File: config.mk
export PLATFORM = sky130hd
export DESIGN_NAME = dlx_decode
export DESIGN_NICKNAME = d
export VERILOG_FILES = /design/src/common/dlx_pkg.sv /design/src/hw/dlx_decode.sv
export SDC_FILE = /design/constraint.sdc
export NUM_CORES = 1
export LEC_CHECK = 0
export ABC_AREA = 1
export BUFFER_PORTS_ARGS = -buffer_cell sky130_fd_sc_hd__buf_2
export CAP_MARGIN = 20
export CORE_UTILIZATION = 35
export DETAILED_ROUTE_END_ITERATION = 12
export GPL_TIMING_DRIVEN = 0
export PLACE_DENSITY = 0.85
export SLEW_MARGIN = 25
export SYNTH_ARGS = -nofsm -noshare
export SYNTH_HDL_FRONTEND = slang
export SYNTH_SLANG_ARGS = --single-unit
export TNS_END_PERCENT = 30
File: constraint.sdc
create_clock -name vclk -period 2.55
set_clock_uncertainty 0.15 [all_clocks]
set_input_delay 0.51 -clock vclk [all_inputs]
set_output_delay 0.51 -clock vclk [all_outputs]
set_load 0.02 [all_outputs]
File: src/common/dlx_pkg.sv
package dlx_pkg;

	localparam int XLEN       = 32;
	localparam int REG_ADDR_W = 5;

	localparam logic [5:0] OP_RTYPE = 6'h00;

	// R-type function codes
	localparam logic [5:0] FUNC_SLL = 6'h04;
	localparam logic [5:0] FUNC_SRL = 6'h06;
	localparam logic [5:0] FUNC_SRA = 6'h07;
	localparam logic [5:0] FUNC_ADD = 6'h20;
	localparam logic [5:0] FUNC_SUB = 6'h22;
	localparam logic [5:0] FUNC_AND = 6'h24;
	localparam logic [5:0] FUNC_OR  = 6'h25;
	localparam logic [5:0] FUNC_XOR = 6'h26;
	localparam logic [5:0] FUNC_SEQ = 6'h28;
	localparam logic [5:0] FUNC_SNE = 6'h29;
	localparam logic [5:0] FUNC_SLT = 6'h2a;
	localparam logic [5:0] FUNC_SGT = 6'h2b;
	localparam logic [5:0] FUNC_SLE = 6'h2c;
	localparam logic [5:0] FUNC_SGE = 6'h2d;

	// Immediate opcodes, one per ALU function
	localparam logic [5:0] OP_ADDI = 6'h08;
	localparam logic [5:0] OP_SUBI = 6'h0a;
	localparam logic [5:0] OP_ANDI = 6'h0c;
	localparam logic [5:0] OP_ORI  = 6'h0d;
	localparam logic [5:0] OP_XORI = 6'h0e;
	localparam logic [5:0] OP_SLLI = 6'h14;
	localparam logic [5:0] OP_SRLI = 6'h16;
	localparam logic [5:0] OP_SRAI = 6'h17;
	localparam logic [5:0] OP_SEQI = 6'h18;
	localparam logic [5:0] OP_SNEI = 6'h19;
	localparam logic [5:0] OP_SLTI = 6'h1a;
	localparam logic [5:0] OP_SGTI = 6'h1b;
	localparam logic [5:0] OP_SLEI = 6'h1c;
	localparam logic [5:0] OP_SGEI = 6'h1d;

	typedef enum logic [3:0] {
		ALU_ADD,
		ALU_SUB,
		ALU_AND,
		ALU_OR,
		ALU_XOR,
		ALU_SLL,
		ALU_SRL,
		ALU_SRA,
		ALU_SEQ,
		ALU_SNE,
		ALU_SLT,
		ALU_SGT,
		ALU_SLE,
		ALU_SGE
	} alu_func_e;

	// Same 32-bit word, R-type or I-type field layout
	typedef union packed {
		struct packed {
			logic [5:0]            opcode;
			logic [REG_ADDR_W-1:0] rs1;
			logic [REG_ADDR_W-1:0] rs2;
			logic [REG_ADDR_W-1:0] rd;
			logic [4:0]            shamt;
			logic [5:0]            func;
		} r;
		struct packed {
			logic [5:0]            opcode;
			logic [REG_ADDR_W-1:0] rs1;
			logic [REG_ADDR_W-1:0] rd;
			logic [15:0]           imm;
		} i;
	} dlx_instr_u;

endpackage

File: src/hw/dlx_decode.sv
`timescale 1ns/1ns

module dlx_decode (
	input  dlx_pkg::dlx_instr_u            instr,
	output logic [dlx_pkg::REG_ADDR_W-1:0] rs1,
	output logic [dlx_pkg::REG_ADDR_W-1:0] rs2,
	output logic [dlx_pkg::REG_ADDR_W-1:0] rd,
	output logic [31:0]                    imm,
	output logic                           use_imm,
	output dlx_pkg::alu_func_e             func,
	output logic                           wr_en,
	output logic                           illegal
);

	import dlx_pkg::*;

	logic sext;	// Sign-extend the immediate

	always_comb begin
		rs1     = instr.r.rs1;	// Same field in both views
		rs2     = instr.r.rs2;
		rd      = instr.i.rd;
		use_imm = 1'b1;
		func    = ALU_ADD;
		sext    = 1'b1;
		wr_en   = 1'b1;
		illegal = 1'b0;
		if (instr.r.opcode == OP_RTYPE) begin
			rd      = instr.r.rd;
			use_imm = 1'b0;
			case (instr.r.func)
				FUNC_SLL: func = ALU_SLL;
				FUNC_SRL: func = ALU_SRL;
				FUNC_SRA: func = ALU_SRA;
				FUNC_ADD: func = ALU_ADD;
				FUNC_SUB: func = ALU_SUB;
				FUNC_AND: func = ALU_AND;
				FUNC_OR:  func = ALU_OR;
				FUNC_XOR: func = ALU_XOR;
				FUNC_SEQ: func = ALU_SEQ;
				FUNC_SNE: func = ALU_SNE;
				FUNC_SLT: func = ALU_SLT;
				FUNC_SGT: func = ALU_SGT;
				FUNC_SLE: func = ALU_SLE;
				FUNC_SGE: func = ALU_SGE;
				default: begin
					wr_en   = 1'b0;
					illegal = 1'b1;
				end
			endcase
		end else begin
			case (instr.i.opcode)
				OP_ADDI: func = ALU_ADD;
				OP_SUBI: func = ALU_SUB;
				OP_SEQI: func = ALU_SEQ;
				OP_SNEI: func = ALU_SNE;
				OP_SLTI: func = ALU_SLT;
				OP_SGTI: func = ALU_SGT;
				OP_SLEI: func = ALU_SLE;
				OP_SGEI: func = ALU_SGE;
				OP_ANDI: begin
					func = ALU_AND;
					sext = 1'b0;
				end
				OP_ORI: begin
					func = ALU_OR;
					sext = 1'b0;
				end
				OP_XORI: begin
					func = ALU_XOR;
					sext = 1'b0;
				end
				// Shifts only look at imm[4:0]
				OP_SLLI: begin
					func = ALU_SLL;
					sext = 1'b0;
				end
				OP_SRLI: begin
					func = ALU_SRL;
					sext = 1'b0;
				end
				OP_SRAI: begin
					func = ALU_SRA;
					sext = 1'b0;
				end
				default: begin
					wr_en   = 1'b0;
					illegal = 1'b1;
				end
			endcase
		end
	end

	assign imm = sext ? {{16{instr.i.imm[15]}}, instr.i.imm} : {16'b0, instr.i.imm};

	always_comb begin
		a_wr_xor_illegal: assert final (!(wr_en && illegal))
			else $error("dlx_decode: write enable on illegal instruction");
	end

endmodule

## Yosys cells after proc, flatten, opt, wreduce, memory -nomap -nowiden

Cells that the tools add are included.

- Equal/unequal tests: 28
- Reductions and logical operators: 4
- Mux-type cells: 14

Operators by type and width:

| operator | number |
|---|---|
| $pmux W4 S13 | 2 |
| $eq A6 B6 Y1 const B | 11 |
| $eq A6 B5 Y1 const B | 9 |
| $mux W32 | 1 |
| $eq A6 B4 Y1 const B | 5 |
| $reduce_or A14 Y1 | 2 |
| $eq A6 B3 Y1 const B | 3 |
| $mux W1 | 9 |
| $logic_not A6 Y1 | 1 |
| $reduce_or A6 Y1 | 1 |
| $mux W5 | 1 |
| $mux W4 | 1 |

- Word-level logic and storage cells: 46
- Register bits: 0
- Output and inout bits: 54
- Input bits: 32

## Logic depth before layout (Yosys ltp)

- Depth after elaboration: 5
- Depth in mapped cells: 9

## Least setup slack after synthesis

Ideal clock, no wire load.

- Kind: input -> output
- Start point: in instr[31] (netlist bit)
- End point: out imm[17]
- Path buffers: 1
- Required time: 1.890 ns
- Data arrival time: 2.456 ns
- Setup slack: -0.566 ns
- Stages on the path: 7
- Cell sequence: inv_1 nand2_1 nor2_1 nand2_1 nand2_1 nor3b_1 buf_4

- Longest elaborated chain between the ends: 5
- Elaborated cells between the ends (all ways): 11
- Those cells by class: eq/ne (6); mux (3); reduce/logical (2)

RTL lines:

| item | line | RTL |
|---|---|---|
| start, declared | dlx_decode.sv:4 | `input dlx_pkg::dlx_instr_u instr,` |
| $eq A6 B5 Y1 or $eq A6 B4 Y1 (tied branches) | dlx_decode.sv:52 | `case (instr.i.opcode)` |
| $reduce_or A6 Y1 (no line) | - |  |
| $mux W1 | dlx_decode.sv:52 |  |
| $mux W1 (*) | dlx_decode.sv:28 | `if (instr.r.opcode == OP_RTYPE) begin` |
| $mux W32 (*) | dlx_decode.sv:94 | `assign imm = sext ? {{16{instr.i.imm[15]}}, instr.i.imm} : {16'b0, instr.i.imm};` |
| end, declared | dlx_decode.sv:8 | `output logic [31:0] imm,` |

Every way passes the cells marked *; elsewhere a longest branch is shown, timed or not.

## Final worst setup path

- Start point: in instr[28] (netlist bit)
- End point: out imm[18]

Same word-level chain as after synthesis.

==> run metrics <==
run status finished clean; CP max stage delay 0.24 ns; final setup vio count 0; Clock Power Share 0%; Seq cells 0; CP arrival 1.70 ns; Die Wd 52.38 um; Worst Hold Class in -> out; peak supply drop 121.8 uV; Logic pwr share 100.0%; Reg power frac 0%; Period Utilization, post-route approximately 93%; Die H 52.38 um; crit-path leading delay family buffers and inverters; Die Area 2744 sq um; Post-DRT Antenna Nets 0; Final Hold Slack 1.087 ns; Synth cell types 20; WL/cell 7.937 um; Net Sw Frac 56.19%; Critical Path RT between 1.5 and 2 ns; worst path cell trace buf_2, nand2_1, inv_1, nand3_1, nand2_1, nor3b_4, buf_12, buf_4, buf_2; FILL cells 230; Post-DP Area about 1300 sq um; share of layout cells above drive strength 1 55.37%; P_int 112.8 uW; fin nets 276; register area 0 sq um; mapped cell area 888.4 sq um; io pins 86; I/O Buffers 76; Max Transition Viols Final 0; Max FO, Critical Path 16; Synth top area share 34.65%; Initial DRT Pass Iterations 4; core area 2297 sq um; Layout clock buffers 0; Critical Path End Type output pin; fin cells 270; Core Util, Final 58.12%; Synth Net Count 197; Initial Util a little under 40%; DRC Markers 0; synth-to-layout area growth 50.28%; Crit path depth 9; Final Instance Area 1335 sq um; Seq/Total Area, Yosys 0%; total number of vias 1174; Fin Setup TNS 0 ns; Synth area leader buf_4; grt total ovfl 0; worst path bufs/invs 5; initial antenna violation count 0; RePlAce Congestion 0.8580; Iteration-0 DRC Markers 20; Final Hold Viols 0; first-pass GRT wire length 3229 um; Startpoint Class primary input; worst hold path depth 2; CP max-delay cell nor3b_4; largest cells by area after synthesis buf_4, nand2_1, nand3_1, nor2_1, inv_1; cells after synthesis 165; Total Routing Usage GR 14.49%; worst setup path class in -> out; Slew headroom 80.49%; Critical Path Source instr[28]; ANT cells 0; max-cap violations 0; vias in the first global route approximately 820; power per cell area 192.9 nW/um^2; YS warnings 0; Vias/cell 4.348; Max Clock Freq 423.6 MHz; net switching power ~140 uW; actual slew at the worst max-slew pin 0.2905 ns; row cnt 17; wirelength, routed 2143 um; Post-CTS Hold Fix Bufs 0; min Tclk post-route 2.361 ns; average cell area after synthesis 5.384 sq um; Setup crit end imm[18]; dpl hpwl 1874 um; RSZ-0062 raised after global routing false; DP Cell Count 269; largest net degree at the start of global routing 17; static leakage 0.8671 nW
[worst min-delay path by stage]
stage          startpoint  endpoint  slack (ns)
2_1_floorplan    instr[0]    imm[0]        0.98
3_3_place_gp     instr[7]    imm[7]        1.09
3_5_place_dp     instr[9]    imm[9]        1.09
4_1_cts          instr[9]    imm[9]        1.09
5_1_grt         instr[10]   imm[10]        1.09
6_report         instr[6]    imm[6]        1.09
[per-stage QoR]
stage	power [mW]	worst slack [ns]
after detailed placement	0.2531	-0.1867
final	0.2576	0.1891
after CTS	0.2595	0.1939
after global routing	0.2806	0.08131
after global placement	0.2516	-0.1486
after floorplan	0.1720	0.04775
[kinds of logic (layout without fill, tap and decap cells)]
| logic type | count (synthesis) | after routing | share of synthesized area, % |
|---|---|---|---|
| simple gates | 98 | 98 | 51.83 |
| compound gates | 7 | 7 | 4.648 |
| buf+inv | 60 | 137 | 43.52 |
[cell usage after synthesis]
library cell and n:
nor3_2 1, nor3_1 3, o211ai_1 1, inv_1 15
buf_6 1, nor2_4 3, nand3_1 14, nand3_2 1
nand3b_1 1, nand4_1 2, inv_2 3, a21oi_2 1
nor3b_1 1, nand2_1 49, nor2_1 18, buf_4 41
o21ai_1 2, nor2_2 4, o21ai_0 3, nand3_4 1
[area by class of cell]
| type | instances | area (sq um) | area share, % |
|---|---|---|---|
| multi-input combinational | 105 | 513.0 | 38.43 |
| timing repair buffer | 77 | 400.4 | 29.99 |
| buffer | 42 | 319.1 | 23.90 |
| inverter | 18 | 67.56 | 5.061 |
| tap | 28 | 35.03 | 2.624 |
[metal layers]
layer	share of wire (%)	up-vias	track usage, %
met5	0	-	0
met2	45	63	26.58
li1	-	630	-
met1	43	481	19.39
met4	0	0	0
met3	12	0	0.8696
[cell usage in the layout, fill, tap and decap left out, drive strengths merged]
cell type,instances
nor3b,1
nand3b,1
nand4,2
o211ai,1
inv,18
nor2,25
nand2,49
buf,119
a21oi,1
o21ai,5
nand3,16
nor3,4
[power groups by stage]
stage               Clock [mW]  Sequential (mW)  Combinational (mW)
floorplan                    0                0               0.172
global placement             0                0               0.252
detailed placement           0                0               0.253
CTS                          0                0               0.260
global route                 0                0               0.281
finish                       0                0               0.258
[repair_timing]
action	in CTS	in global routing
endpoints found under the setup margin	16	0
gates resized for setup	1	0
setup buffers	1	0
Note: power is estimated with default switching activity, not from simulation.
