### src/common/dlx_pkg.sv
package dlx_pkg;

	localparam int XLEN       = 32;
	localparam int REG_ADDR_W = 5;

	localparam logic [5:0] OP_RTYPE = 6'h00;

	// R-type function codes
	localparam logic [5:0] FUNC_SLL = 6'h04;
	localparam logic [5:0] FUNC_SRL = 6'h06;
	localparam logic [5:0] FUNC_SRA = 6'h07;
	localparam logic [5:0] FUNC_ADD = 6'h20;
	localparam logic [5:0] FUNC_SUB = 6'h22;
	localparam logic [5:0] FUNC_AND = 6'h24;
	localparam logic [5:0] FUNC_OR  = 6'h25;
	localparam logic [5:0] FUNC_XOR = 6'h26;
	localparam logic [5:0] FUNC_SEQ = 6'h28;
	localparam logic [5:0] FUNC_SNE = 6'h29;
	localparam logic [5:0] FUNC_SLT = 6'h2a;
	localparam logic [5:0] FUNC_SGT = 6'h2b;
	localparam logic [5:0] FUNC_SLE = 6'h2c;
	localparam logic [5:0] FUNC_SGE = 6'h2d;

	// Immediate opcodes, one per ALU function
	localparam logic [5:0] OP_ADDI = 6'h08;
	localparam logic [5:0] OP_SUBI = 6'h0a;
	localparam logic [5:0] OP_ANDI = 6'h0c;
	localparam logic [5:0] OP_ORI  = 6'h0d;
	localparam logic [5:0] OP_XORI = 6'h0e;
	localparam logic [5:0] OP_SLLI = 6'h14;
	localparam logic [5:0] OP_SRLI = 6'h16;
	localparam logic [5:0] OP_SRAI = 6'h17;
	localparam logic [5:0] OP_SEQI = 6'h18;
	localparam logic [5:0] OP_SNEI = 6'h19;
	localparam logic [5:0] OP_SLTI = 6'h1a;
	localparam logic [5:0] OP_SGTI = 6'h1b;
	localparam logic [5:0] OP_SLEI = 6'h1c;
	localparam logic [5:0] OP_SGEI = 6'h1d;

	typedef enum logic [3:0] {
		ALU_ADD,
		ALU_SUB,
		ALU_AND,
		ALU_OR,
		ALU_XOR,
		ALU_SLL,
		ALU_SRL,
		ALU_SRA,
		ALU_SEQ,
		ALU_SNE,
		ALU_SLT,
		ALU_SGT,
		ALU_SLE,
		ALU_SGE
	} alu_func_e;

	// Same 32-bit word, R-type or I-type field layout
	typedef union packed {
		struct packed {
			logic [5:0]            opcode;
			logic [REG_ADDR_W-1:0] rs1;
			logic [REG_ADDR_W-1:0] rs2;
			logic [REG_ADDR_W-1:0] rd;
			logic [4:0]            shamt;
			logic [5:0]            func;
		} r;
		struct packed {
			logic [5:0]            opcode;
			logic [REG_ADDR_W-1:0] rs1;
			logic [REG_ADDR_W-1:0] rd;
			logic [15:0]           imm;
		} i;
	} dlx_instr_u;

endpackage

### src/hw/dlx_regfile.sv
`timescale 1ns/1ns

module dlx_regfile #(
	parameter int XLEN = dlx_pkg::XLEN
) (
	input  logic                          clk,
	input  logic                          rst,
	input  logic [dlx_pkg::REG_ADDR_W-1:0] rs1,
	input  logic [dlx_pkg::REG_ADDR_W-1:0] rs2,
	input  logic                          wr_en,
	input  logic [dlx_pkg::REG_ADDR_W-1:0] wr_addr,
	input  logic [XLEN-1:0]               wr_data,
	output logic [XLEN-1:0]               rd1,
	output logic [XLEN-1:0]               rd2
);

	import dlx_pkg::*;

	localparam int NREG = 2 ** REG_ADDR_W;

	// No storage behind r0
	logic [XLEN-1:0] regs [1:NREG-1];

	always_ff @(posedge clk) begin
		if (rst) begin
			for (int i = 1; i < NREG; i++) begin
				regs[i] <= '0;
			end
		end else if (wr_en && wr_addr != '0) begin
			regs[wr_addr] <= wr_data;
		end
	end

	// Combinational reads, r0 reads as zero
	assign rd1 = (rs1 == '0) ? '0 : regs[rs1];
	assign rd2 = (rs2 == '0) ? '0 : regs[rs2];

	// Upstream must hold off writes while in reset
	a_no_wr_in_rst: assert property (@(posedge clk) rst |-> !wr_en)
		else $error("dlx_regfile: write request during reset");

endmodule
### config.mk
export PLATFORM = sky130hd
export DESIGN_NAME = dlx_regfile
export DESIGN_NICKNAME = d
export VERILOG_FILES = /design/src/common/dlx_pkg.sv /design/src/hw/dlx_regfile.sv
export SDC_FILE = /design/constraint.sdc
export NUM_CORES = 2
export LEC_CHECK = 0
export BUFFER_PORTS_ARGS = -buffer_cell sky130_fd_sc_hd__buf_2
export CAP_MARGIN = 20
export CORE_MARGIN = 4
export CORE_UTILIZATION = 24
export CTS_CLUSTER_DIAMETER = 60
export DETAILED_ROUTE_END_ITERATION = 12
export PLACE_DENSITY = 0.44
export SLEW_MARGIN = 10
export SYNTH_ARGS = -nofsm -noshare
export SYNTH_HDL_FRONTEND = slang
export SYNTH_SLANG_ARGS = --single-unit
### constraint.sdc
create_clock -name clk -period 4.3 [get_ports clk]
set_input_delay 0 -clock clk [delete_from_list [all_inputs] [get_ports clk]]
set_output_delay 0 -clock clk [all_outputs]
set_load 0.01 [all_outputs]
Word level (Yosys, flattened, before mapping)
Memory sizes are Yosys's and may differ from the RTL's.
Cells that the tools add are included.
{ "classes": {"n_mux": 10, "reduce_logical": 5} }
{ "op_table": {"columns": ["op", "n"], "rows": [
  ["two-way mux 32 bit", 3],
  ["OR reduction 32 bit", 1],
  ["logical NOT 5 bit", 2],
  ["two-way mux 1 bit", 6],
  ["two-way mux 5 bit", 1],
  ["nonzero test 5 bit", 1],
  ["logical AND 1 bit", 1]
]} }
{ "totals": {"ff_bits": 0, "mem_bits_rw": 992, "inputBits": 50, "out_inout_bits": 64, "wordCells": 16, "memories": 1} }
{ "mem_list": {"columns": ["memory", "words", "word_bits", "rd", "rd_ports_with_merged_regs", "wr", "line_no", "text"], "rows": [
  ["regs", 31, 32, 2, 0, 31, "dlx_regfile.sv:22", "logic [XLEN-1:0] regs [1:NREG-1];"]
]} }

Longest topological paths before layout
{ "logic_depth": {"depth_word": 7, "depth_mapped": 9, "depth_no_buf": 4} }

Worst setup path after synthesis
Ideal clock, no wire load.
{ "synth_path": {"path_kind": "in2out", "startpoint": "input port rs2[2] in the netlist's numbering", "endpoint": "output port rd2[5]", "arrival_time_ps": 1681, "required_time_ps": 4300, "setup_slack_ps": 2619, "stages": 7, "path_buffers": 3, "path_cell_list": "buf_2 > buf_2 > buf_1 > mux4_2 > a22o_1 > a2111oi_0 > nor3_1"} }
{ "synth_between": {"elab_chain_cells": 2, "word_cells_on_any_way": 3, "cone_classes": "mux: 1; reduce/logical: 1; memory: 1"} }
{ "synth_lines": {"columns": ["element", "line_no", "text"], "rows": [
  ["start, declared", "dlx_regfile.sv:9", "input logic [dlx_pkg::REG_ADDR_W-1:0] rs2,"],
  ["memory read (31 x 32 bit) or logical NOT 5 bit (tied branches)", null, null],
  ["two-way mux 32 bit (*)", "dlx_regfile.sv:36", "assign rd2 = (rs2 == '0) ? '0 : regs[rs2];"],
  ["end, declared", "dlx_regfile.sv:14", "output logic [XLEN-1:0] rd2"]
]} }
Every way passes the cells marked *; elsewhere a longest branch is shown, timed or not.

==> results.yml <==
floorplan:
  start_util_pct: 24.22
  coreArea_um2: 225500
  num_rows: 174
  chipHeight_um: 485.1
  die-area_um2: 235300
  boundaryPins: 114
  dieWidth_um: 485.1
logic_synthesis:
  synthSimpleGateAreaFrac_pct: 13.70
  synthAdderAreaFrac_pct: 0
  synth_top_area_share_pct: 56.29
  synth_warnings: 0
  async_reset_ff_share_pct: 0
  synthMuxAreaShare_pct: 21.28
  ys_types: 44
  syn-cell-area_um2: 54630
  synth.area.top_cells: "edfxtp_1 56%, mux4_2 15%, and2_1 11%"
  yosysSeqAreaShare_pct: 56.29
  ys_dominant_reg_cell: "edfxtp_1"
  syn_inst: 3765
  yosys.area_share.xor_xnor_pct: 0
  synth_top_cell_by_area: "edfxtp_1"
  synth-compound-area-share_pct: 5.391
  synth_seq_cells: 1024
  synth_edf_count: 1024
  syn_area_per_cell_um2: 14.51
  synth_top_family_by_area: "multiplexers"
cells_and_area:
  regArea_um2: 30750
  multiInputGateArea_um2: 22550
  syn2layout_area_growth_pct: 17.18
  stdcell_area_um2: 64020
  largest_registers: "regs (1024)"
  nets: 3869
  fill_cells: 22640
  drive_gt1_share_pct: 23.91
  largest_reg_flops: 1024
  fin_util_pct: 28.38
  top_register: "regs"
pwr:
  ir_drop_v: 0.0003151
  power_w: 0.02622
  p_leak_nw: 21.94
  power-per-cell-area_nw_per_um2: 409.6
placed_design:
  place_congestion: 0.7971
  hpwl_um: 135800
  placed_area_um2: 59350
  port_buffers: 113
clock_tree:
  cts_root_buf: "clkbuf_16"
  h-tree-depth: 4
  cts_num_sinks: 1024
  cts_buffers: 130
  ctsResizeCount: 0
  cts_tree: "done"
  clk_pin_slew_ns: 0.06
  cts_max_path_buffers: 3
sta:
  max_freq_mhz: 307.0
  final_hold_viol_count: 0
  finalSetupTns_ns: 0
  slew_headroom_pct: 25.22
  rsz0062_at_grt: "no"
  min_period_over_period_pct: 75.75
  min_period_ns: 3.257
  whs_ns: 0.1650
  setup_viol: 0
  worst-slew-pin-transition_ns: 1.122
  slew_viol_final: 0
grt:
  antenna_found_initial: 47
  grt_max_degree: 74
  gr-usage-all-layers_pct: 19.67
  grt_pass1_vias: 35810
  gr-total-overflow: 0
  grt_pass1_wl_um: 319700
setup_path:
  crit_type: "reg2out"
  crit_path_end_kind: "output pin"
  startpoint_type: "flop"
  cp.required_ns: 4.30
  cp_max_fo: 2
  worst_ep_arrival_time_ns: 3.26
routing:
  drc: 0
  route.final.wire_length_um: 236600
  vias: 36050
  vias_per_cell: 5.198
  firstDrtPassIters: 6
  avgRoutedWirePerCell_um: 34.11
  ant_nets: 0
  drt_iter0_markers: 4853
worst_hold_path:
  hold_depth: 2
  min-delay-start: "rst"
  hold_path.class: "in2reg"
  hold_path_end: "regs[15][0]$_SDFFCE_PN0P_"
flow_run:
  drv_cap: 0
status:
  status: "complete, no violations"
repair_timing:
item                      in CTS  in global routing
hold endpoints to repair    1024                  0
hold buffers                  32                  0
setup buffers                  0                  0
cells in the final DEF (no fill, tap or decap), drive strengths merged, types with 4 or more instances in the layout:
| cell | instances |
|---|---|
| nand2 | 6 |
| clkinv | 41 |
| mux2i | 322 |
| inv | 11 |
| a211oi | 47 |
| mux2 | 34 |
| clkbuf | 157 |
| nor2b | 56 |
| nor2 | 37 |
| a22o | 51 |
| nor4 | 33 |
| nand3 | 4 |
| o21ai | 36 |
| clkinvlp | 10 |
| conb | 32 |
| bufinv | 15 |
| and2 | 995 |
| a2111oi | 55 |
| edfxtp | 1024 |
| a21oi | 56 |
| a221oi | 4 |
| dlygate4sd3 | 32 |
| nor3 | 26 |
| nand3b | 5 |
| o22ai | 51 |
| buf | 265 |
| or2 | 32 |
| a22oi | 104 |
| mux4 | 356 |
| diode | 25 |
cell families (layout without fill, tap and decap cells):
| group | after synthesis | after routing |
|---|---|---|
| AOI/OAI and AO/OA | 407 | 407 |
| buffers and inverters | 408 | 531 |
| DFF | 1024 | 1024 |
| muxes | 712 | 712 |
| other | 1 | 57 |
| and+or+nand+nor | 1213 | 1213 |
cell usage after synthesis, types with 33 or more instances:
| library cell | n |
|---|---|
| a211oi_1 | 47 |
| a21oi_1 | 56 |
| a22o_1 | 51 |
| a22oi_1 | 104 |
| and2_1 | 995 |
| buf_2 | 56 |
| clkbuf_1 | 302 |
| edfxtp_1 | 1024 |
| mux2_2 | 34 |
| mux2i_1 | 322 |
| mux4_2 | 356 |
| nor2_1 | 37 |
| nor2b_1 | 56 |
| nor4_1 | 33 |
| o22ai_1 | 51 |
worst max-delay path: stages, from the launching register on:
cell	delay (ns)
edfxtp_1	0.42
mux4_2	0.49
a22o_1	0.29
a2111oi_1	0.75
nor3_1	0.31
buf_2	0.23
power breakdown:
part	switching [W]	total (W)	internal, W	leakage, nW
logic	0.00195	0.00315	0.00120	10.1
clock network	0.00460	0.0112	0.00662	2.07
registers	0.000301	0.0118	0.0115	9.75
total	0.00685	0.0262	0.0194	21.9
cell type report:
type	instances	area share (%)
Antenna cell	25	0.09772
Clock buffer	156	5.367
Clock inverter	76	1.319
Inverter	1	0.005863
Multi-Input combinational cell	2364	35.23
Sequential cell	1024	48.03
Tap cell	2992	5.848
Timing Repair Buffer	298	4.099
per-layer routing:
metal / GRT usage, % / wire [µm] / up-vias
met4: 6.761 / 8314 / 0
met5: 0 / 0 / -
li1: - / - / 14600
met3: 3.379 / 19700 / 367
met2: 31.02 / 109000 / 1987
met1: 27.30 / 99580 / 19100
how the worst max path moves through the flow:
stage / from / cells after the start / slack [ns] / endpoint
global route: regs[15][23]$_SDFFCE_PN0P_ / 5 / 1.04 / rd2[23]
global placement: rs1[1] / 7 / 0.97 / rd1[30]
detailed placement: rs2[2] / 7 / 1.21 / rd2[23]
floorplan: rs2[2] / 7 / 2.62 / rd2[5]
finish: regs[15][23]$_SDFFCE_PN0P_ / 5 / 1.04 / rd2[23]
CTS: regs[15][23]$_SDFFCE_PN0P_ / 5 / 1.00 / rd2[23]
metrics by stage:
| stage | cells | worst slack, ns |
|---|---|---|
| floorplan | 3796 | 2.619 |
| global placement | 6646 | 0.9700 |
| detailed placement | 6647 | 1.214 |
| CTS | 6911 | 1.000 |
| global route | 6919 | 1.038 |
| finish | 6936 | 1.043 |
Note: power is estimated with default switching activity, not from simulation.
